File: config.mk
export PLATFORM = sky130hd
export DESIGN_NAME = ro_cache_top
export DESIGN_NICKNAME = d
export VERILOG_FILES = /design/src/design/ro_cache_geom_pkg.sv /design/src/design/ro_cache_ctrl_pkg.sv /design/src/design/lookup_if.sv /design/src/design/fill_if.sv /design/src/design/region_router.sv /design/src/design/line_store.sv /design/src/design/refill_ctrl.sv /design/src/design/ro_cache_top.sv
export SDC_FILE = /design/constraint.sdc
export NUM_CORES = 1
export LEC_CHECK = 0
export BUFFER_PORTS_ARGS = -buffer_cell sky130_fd_sc_hd__buf_2
export CELL_PAD_IN_SITES_DETAIL_PLACEMENT = 2
export CELL_PAD_IN_SITES_GLOBAL_PLACEMENT = 2
export CORE_ASPECT_RATIO = 0.8
export CORE_UTILIZATION = 31
export CTS_CLUSTER_SIZE = 24
export DETAILED_ROUTE_END_ITERATION = 6
export PLACE_DENSITY = 0.57
export RECOVER_POWER = 25
export SYNTH_ARGS = -nofsm -noshare
export SYNTH_HDL_FRONTEND = slang
export SYNTH_SLANG_ARGS = --single-unit
File: constraint.sdc
create_clock -name clk_i -period 10.7 [get_ports clk_i]
set_input_delay 2.14 -clock clk_i [delete_from_list [all_inputs] [get_ports clk_i]]
set_output_delay 2.14 -clock clk_i [all_outputs]
set_load 0.02 [all_outputs]
File: src/design/ro_cache_geom_pkg.sv
// Read-only cache geometry: address, index, tag and data widths and types
package ro_cache_geom_pkg;

  // --------------------------------------
  // Widths and line count
  // --------------------------------------
  // Word address, not byte address
  localparam int unsigned ADDR_W     = 16;
  localparam int unsigned DATA_W     = 32;
  localparam int unsigned LINE_COUNT = 16;

  // Index selects a line, tag is everything above it
  localparam int unsigned INDEX_W = $clog2(LINE_COUNT);
  localparam int unsigned TAG_W   = ADDR_W - INDEX_W;

  // --------------------------------------
  // Types
  // --------------------------------------
  typedef logic [ADDR_W-1:0]  addr_t;
  typedef logic [DATA_W-1:0]  data_t;

  // Low address bits
  typedef logic [INDEX_W-1:0] index_t;

  // High address bits
  typedef logic [TAG_W-1:0]   tag_t;

endpackage

File: src/design/ro_cache_ctrl_pkg.sv
// Read-only cache control encodings: request route and refill FSM states
package ro_cache_ctrl_pkg;

  // --------------------------------------
  // Request route
  // --------------------------------------
  // Bypass reads go straight to memory and are never stored
  typedef enum logic {
    ROUTE_BYPASS = 1'b0,
    ROUTE_CACHE  = 1'b1
  } route_e;

  // --------------------------------------
  // Refill controller states
  // --------------------------------------
  typedef enum logic [1:0] {
    ST_IDLE     = 2'd0,
    ST_WAIT_MEM = 2'd1,
    ST_RESPOND  = 2'd2
  } ctrl_state_e;

endpackage

File: src/design/lookup_if.sv
// Lookup result channel from the line store to the refill controller
`timescale 1ns/100ps

interface lookup_if
  import ro_cache_geom_pkg::*;
  import ro_cache_ctrl_pkg::*;
();

  // One-cycle strobe, no ready
  logic   valid;
  addr_t  addr;
  route_e route;
  // Only meaningful on a cached route
  logic   hit;
  data_t  data;

  modport store (
    output valid, addr, route, hit, data
  );

  modport ctrl (
    input valid, addr, route, hit, data
  );

endinterface

File: src/design/fill_if.sv
// Line fill channel from the refill controller to the line store
`timescale 1ns/100ps

interface fill_if
  import ro_cache_geom_pkg::*;
();

  // Store writes the line on the edge that samples valid
  logic   valid;
  index_t index;
  tag_t   tag;
  data_t  data;

  modport ctrl (
    output valid, index, tag, data
  );

  modport store (
    input valid, index, tag, data
  );

endinterface

File: src/design/region_router.sv
// Request register that classifies each read as cached or bypassed
`timescale 1ns/100ps

module region_router
  import ro_cache_geom_pkg::*;
  import ro_cache_ctrl_pkg::*;
(
  input  logic   clk_i,
  input  logic   reset_i,
  input  logic   enable_i,
  input  addr_t  region_start_i,
  input  addr_t  region_end_i,
  input  logic   req_valid_i,
  input  addr_t  req_addr_i,
  output logic   look_valid_o,
  output addr_t  look_addr_o,
  output route_e look_route_o
);

  logic   in_region;
  route_e route_d;

  // Start inclusive, end exclusive
  assign in_region = (req_addr_i >= region_start_i) && (req_addr_i < region_end_i);

  always_comb begin
    route_d = ROUTE_BYPASS;
    if (enable_i && in_region) begin
      route_d = ROUTE_CACHE;
    end
  end

  // --------------------------------------
  // Request register
  // --------------------------------------
  always_ff @(posedge clk_i) begin
    if (reset_i) begin
      look_valid_o <= 1'b0;
    end else begin
      look_valid_o <= req_valid_i;
    end
  end

  // Payload only captured with a request
  always_ff @(posedge clk_i) begin
    if (req_valid_i) begin
      look_addr_o  <= req_addr_i;
      look_route_o <= route_d;
    end
  end

endmodule

File: src/design/line_store.sv
// Direct-mapped line store with registered lookup, line fill and flush
`timescale 1ns/100ps

module line_store
  import ro_cache_geom_pkg::*;
  import ro_cache_ctrl_pkg::*;
(
  input  logic    clk_i,
  input  logic    reset_i,
  input  logic    flush_i,
  input  logic    look_valid_i,
  input  addr_t   look_addr_i,
  input  route_e  look_route_i,
  fill_if.store   fill,
  lookup_if.store result
);

  logic [LINE_COUNT-1:0] valid_q;
  tag_t                  tag_mem  [LINE_COUNT];
  data_t                 data_mem [LINE_COUNT];

  index_t look_index;
  tag_t   look_tag;

  assign look_index = look_addr_i[INDEX_W-1:0];
  assign look_tag   = look_addr_i[ADDR_W-1:INDEX_W];

  // --------------------------------------
  // Valid bits, fill and flush
  // --------------------------------------
  // Flush wins over a fill in the same cycle
  always_ff @(posedge clk_i) begin
    if (reset_i || flush_i) begin
      valid_q <= '0;
    end else if (fill.valid) begin
      valid_q[fill.index] <= 1'b1;
    end
  end

  always_ff @(posedge clk_i) begin
    if (fill.valid) begin
      tag_mem[fill.index]  <= fill.tag;
      data_mem[fill.index] <= fill.data;
    end
  end

  // --------------------------------------
  // Lookup stage
  // --------------------------------------
  always_ff @(posedge clk_i) begin
    if (reset_i) begin
      result.valid <= 1'b0;
    end else begin
      result.valid <= look_valid_i;
    end
  end

  // Bypass reads never hit, whatever the arrays hold
  always_ff @(posedge clk_i) begin
    result.addr  <= look_addr_i;
    result.route <= look_route_i;
    result.hit   <= (look_route_i == ROUTE_CACHE) && valid_q[look_index] &&
                    (tag_mem[look_index] == look_tag);
    result.data  <= data_mem[look_index];
  end

endmodule

File: src/design/refill_ctrl.sv
// Refill controller that answers hits and fetches misses and bypasses from memory
`timescale 1ns/100ps

module refill_ctrl
  import ro_cache_geom_pkg::*;
  import ro_cache_ctrl_pkg::*;
(
  input  logic    clk_i,
  input  logic    reset_i,
  lookup_if.ctrl  result,
  input  logic    mem_rsp_valid_i,
  input  data_t   mem_rsp_data_i,
  fill_if.ctrl    fill,
  output logic    rsp_valid_o,
  output data_t   rsp_data_o,
  output logic    mem_req_o,
  output addr_t   mem_addr_o
);

  ctrl_state_e state_q;
  logic        rsp_valid_q;
  logic        mem_req_q;
  logic        fill_valid_q;

  addr_t  addr_q;
  route_e route_q;
  data_t  rsp_data_q;

  // --------------------------------------
  // FSM and strobes
  // --------------------------------------
  always_ff @(posedge clk_i) begin
    if (reset_i) begin
      state_q      <= ST_IDLE;
      rsp_valid_q  <= 1'b0;
      mem_req_q    <= 1'b0;
      fill_valid_q <= 1'b0;
    end else begin
      // All strobes last a single cycle
      rsp_valid_q  <= 1'b0;
      mem_req_q    <= 1'b0;
      fill_valid_q <= 1'b0;
      unique case (state_q)
        ST_IDLE: begin
          if (result.valid && result.hit) begin
            rsp_valid_q <= 1'b1;
            state_q     <= ST_RESPOND;
          end else if (result.valid) begin
            mem_req_q <= 1'b1;
            state_q   <= ST_WAIT_MEM;
          end
        end
        ST_WAIT_MEM: begin
          if (mem_rsp_valid_i) begin
            rsp_valid_q  <= 1'b1;
            // Bypassed data is returned but never stored
            fill_valid_q <= (route_q == ROUTE_CACHE);
            state_q      <= ST_RESPOND;
          end
        end
        ST_RESPOND: state_q <= ST_IDLE;
        default:    state_q <= ST_IDLE;
      endcase
    end
  end

  // Address and route held for the whole memory wait
  always_ff @(posedge clk_i) begin
    if (state_q == ST_IDLE && result.valid) begin
      addr_q     <= result.addr;
      route_q    <= result.route;
      rsp_data_q <= result.data;
    end else if (state_q == ST_WAIT_MEM && mem_rsp_valid_i) begin
      rsp_data_q <= mem_rsp_data_i;
    end
  end

  assign rsp_valid_o = rsp_valid_q;
  assign rsp_data_o  = rsp_data_q;
  assign mem_req_o   = mem_req_q;
  assign mem_addr_o  = addr_q;

  // Fill goes out together with the response
  assign fill.valid = fill_valid_q;
  assign fill.index = addr_q[INDEX_W-1:0];
  assign fill.tag   = addr_q[ADDR_W-1:INDEX_W];
  assign fill.data  = rsp_data_q;

endmodule

File: src/design/ro_cache_top.sv
// Read-only cache top level with a configurable cacheable region
`timescale 1ns/100ps

module ro_cache_top
  import ro_cache_geom_pkg::*;
  import ro_cache_ctrl_pkg::*;
(
  input  logic  clk_i,
  input  logic  reset_i,
  input  logic  enable_i,
  input  logic  flush_i,
  input  addr_t region_start_i,
  input  addr_t region_end_i,
  input  logic  req_valid_i,
  input  addr_t req_addr_i,
  input  logic  mem_rsp_valid_i,
  input  data_t mem_rsp_data_i,
  output logic  rsp_valid_o,
  output data_t rsp_data_o,
  output logic  mem_req_o,
  output addr_t mem_addr_o
);

  logic   look_valid;
  addr_t  look_addr;
  route_e look_route;

  lookup_if i_lookup_if ();
  fill_if   i_fill_if ();

  region_router i_router (
    .clk_i          ( clk_i          ),
    .reset_i        ( reset_i        ),
    .enable_i       ( enable_i       ),
    .region_start_i ( region_start_i ),
    .region_end_i   ( region_end_i   ),
    .req_valid_i    ( req_valid_i    ),
    .req_addr_i     ( req_addr_i     ),
    .look_valid_o   ( look_valid     ),
    .look_addr_o    ( look_addr      ),
    .look_route_o   ( look_route     )
  );

  line_store i_store (
    .clk_i        ( clk_i       ),
    .reset_i      ( reset_i     ),
    .flush_i      ( flush_i     ),
    .look_valid_i ( look_valid  ),
    .look_addr_i  ( look_addr   ),
    .look_route_i ( look_route  ),
    .fill         ( i_fill_if   ),
    .result       ( i_lookup_if )
  );

  refill_ctrl i_ctrl (
    .clk_i           ( clk_i           ),
    .reset_i         ( reset_i         ),
    .result          ( i_lookup_if     ),
    .mem_rsp_valid_i ( mem_rsp_valid_i ),
    .mem_rsp_data_i  ( mem_rsp_data_i  ),
    .fill            ( i_fill_if       ),
    .rsp_valid_o     ( rsp_valid_o     ),
    .rsp_data_o      ( rsp_data_o      ),
    .mem_req_o       ( mem_req_o       ),
    .mem_addr_o      ( mem_addr_o      )
  );

endmodule

==> results.cfg <==
[status]
outcome = finished clean

[logic_synthesis]
seq_area_frac_synth = 0.773
synth_area_per_cell_um2 = 22.7
ys.flop_type = edfxtp_1
syn_nets = 1524
yosysUniqueCellTypes = 47
ys_warn_count = 0
synth_edf_count = 770
async_flop_share = 0
synthCells = 1407
synth_seq_cells = 847
syn_area_um2 = 31900

[floorplanning]
die-width_um = 361
io_pins = 136
die-area_um2 = 104000
start_util = 0.315
core_um2 = 101000
rows = 104
die_h_um = 289

[clock_tree]
root_buffer = clkbuf_16
postCtsSetupRepairBufs = 0
cts.sinks = 847
cts_tree = done
cts_resized = 0
cts_buffer_depth = 3
clk_pin_slew_ns = 0.06
insertion_delay_ns = 0.66
h-tree-depth = 3
cts_hold_buf = 0
cts_buffers = 89

[min_path]
holdCritStartpoint = i_store.result.addr[13]
holdPathStages = 0
min_path_type = reg -> reg

[finish]
layout.nets = 1723
postLayoutCoreUtil = 0.369
stdcell_count = 3009
seqCellArea_um2 = 24700
final_cell_mix = edfxtp_1, mux4_2, buf_2
final_common_cell = edfxtp_1
design_area_um2 = 37400
layout-drive-gt1-share = 0.338
multi_input_area_um2 = 6970
n_fill_cell = 9582
area_delta_synth_final_pct = 17.3

[worst_setup_path]
start_kind = flip-flop
critPathSlowestCell = edfxtp_1
path_delay_family = flip-flops
critPathRequiredTime_ns = 8.56
critPathBufInv = 1
crit_arrival_ns = 1.68
worstSetupStartpoint = i_ctrl.mem_addr_o[8]
worstRegToRegCells = 8
crit_fanout = 17
crit_type = reg -> out
path_cells = buf_2
cp_slowest_stage_delay_ns = 0.73
path_depth = 1
endpoint_kind = primary output

[grt]
grt_pass1_vias = 16400
grt-ovfl-total = 0
antenna_found_initial = 5
grt_pass1_wl_mm = 121
grt_max_degree = 135
track_usage = 0.163

[placed_design]
place_area_um2 = 34400
place_congestion = 0.733
pre_cts_slack_ns = 6.48
io_buffers = 135
dp_hpwl_mm = 45.2
dp_cells = 2840

[power]
power.leakage_nw = 12.2
peakVddDrop_v = 0.000124
power.density_nw_per_um2 = 195
p_total_mw = 7.28

[routing]
antenna_left = 0
via_per_inst = 4.98
post_drt_wl_per_cell_um = 28.0
wl_mm = 84.2
vias = 15000
first_pass_iters = 5
remaining_drc_errors = 0
drt_iter0_markers = 1246

[timing]
worst_slew_pin_slew_ns = 1.14
setup_viol = 0
skew_ns = 0.0176
fmaxAchievable_mhz = 262
maxSlewViolCount = 0
setup_tns_ns = 0
hold_violations = 0
worst_slack_ns = 6.88
whs_ns = 0.399
relSlewSlack = 0.233
rsz0062_at_grt = false
period_share = 0.357
post-route-min-period_ns = 3.82

[job]
cap_violations = 0
## cells in the mapped netlist (3+ instances only)
| cell | count | area, µm² |
|---|---|---|
| mux2_2 | 39 | 439 |
| mux4_2 | 194 | 4370 |
| dfxtp_1 | 77 | 1540 |
| a21oi_1 | 14 | 70.1 |
| buf_2 | 16 | 80.1 |
| xnor2_1 | 6 | 52.6 |
| mux2i_1 | 34 | 340 |
| nor2b_1 | 6 | 37.5 |
| nor2_1 | 23 | 86.3 |
| nor4b_1 | 3 | 26.3 |
| buf_1 | 20 | 75.1 |
| edfxtp_1 | 770 | 23100 |
| inv_1 | 33 | 124 |
| o21a_1 | 17 | 128 |
| nand2_1 | 10 | 37.5 |
| o21ai_0 | 11 | 55.1 |
| nand3b_1 | 4 | 30.0 |
| a21o_1 | 4 | 30.0 |
| mux4_1 | 12 | 315 |
| a211oi_1 | 3 | 22.5 |
| nand2b_1 | 5 | 31.3 |
| ha_1 | 31 | 388 |
| clkbuf_1 | 19 | 71.3 |
| nand3_1 | 4 | 20.0 |
| xor2_1 | 10 | 87.6 |
| nor4_1 | 3 | 18.8 |
| nand4_1 | 5 | 31.3 |
| nor3_1 | 8 | 40.0 |
## area by class of cell
cell class | instances | share of cell area
Antenna cell | 3 | 0.000201
Clock buffer | 121 | 0.0673
Clock inverter | 45 | 0.0143
Inverter | 33 | 0.00331
Multi-Input combinational cell | 467 | 0.186
Sequential cell | 847 | 0.659
Tap cell | 1325 | 0.0443
Timing Repair Buffer | 168 | 0.0253
## worst reg2reg max path, cell delays in order, from the launching register on
cell,delay [ns]
dfxtp_2,0.72
buf_4,0.55
mux4_1,0.67
nor3_1,0.16
a31oi_1,0.12
a311oi_1,0.59
nor2_1,0.08
nand4_1,0.23
nor4_2,0.09
## power breakdown
group	internal [mW]	total, mW	switching (mW)
Sequential	3.64	3.69	0.0556
Combinational	0.180	0.369	0.189
Clock	1.90	3.22	1.32
Total	5.72	7.28	1.56
## per-layer routing
| layer | wire length [µm] | global-route usage | share of wire | vias up |
|---|---|---|---|---|
| met5 | 0 | 0 | 0 | - |
| met4 | 1300 | 0.0341 | 0.015 | 0 |
| met3 | 3500 | 0.0305 | 0.042 | 99 |
| met2 | 40600 | 0.266 | 0.48 | 278 |
| met1 | 38700 | 0.227 | 0.46 | 8292 |
| li1 | - | - | - | 6305 |
## registers in the layout, summed over array words and instances (netlist names), named ones only
signal and cells:
i_ctrl.mem_addr_o 16, i_router.look_valid_o 1, i_store.tag_mem 192, i_store.result.hit 1, i_ctrl.fill.data 32, i_store.result.data 32
i_ctrl.fill.valid 1, i_store.result.addr 16, i_router.look_addr_o 16, i_router.look_route_o 1, i_store.result.route 1, i_ctrl.rsp_valid_o 1
i_store.data_mem 512, i_store.valid_q 16, i_store.result.valid 1, i_ctrl.mem_req_o 1, i_ctrl.route_q 1, i_ctrl.state_q 2
## cells by family after synthesis
logic type,after synthesis,share of synthesized area
AO/OA/AOI/OAI,65,0.0139
XOR/XNOR,16,0.00439
adder cells (fa/ha/maj),31,0.0122
buffers and inverters,93,0.0128
flip-flops,847,0.773
multiplexers,279,0.171
AND/OR/NAND/NOR,76,0.0127
## path summary, 6_finish.rpt
path / endpoint / slack, ns
setup / recovery: mem_addr_o[8] / 6.88
hold / removal: i_ctrl.mem_addr_o[13] / 0.40
setup reg to reg: i_store.result.hit / 7.37
hold reg to reg: i_ctrl.mem_addr_o[13] / 0.40
(Power assumes the default switching activity.)
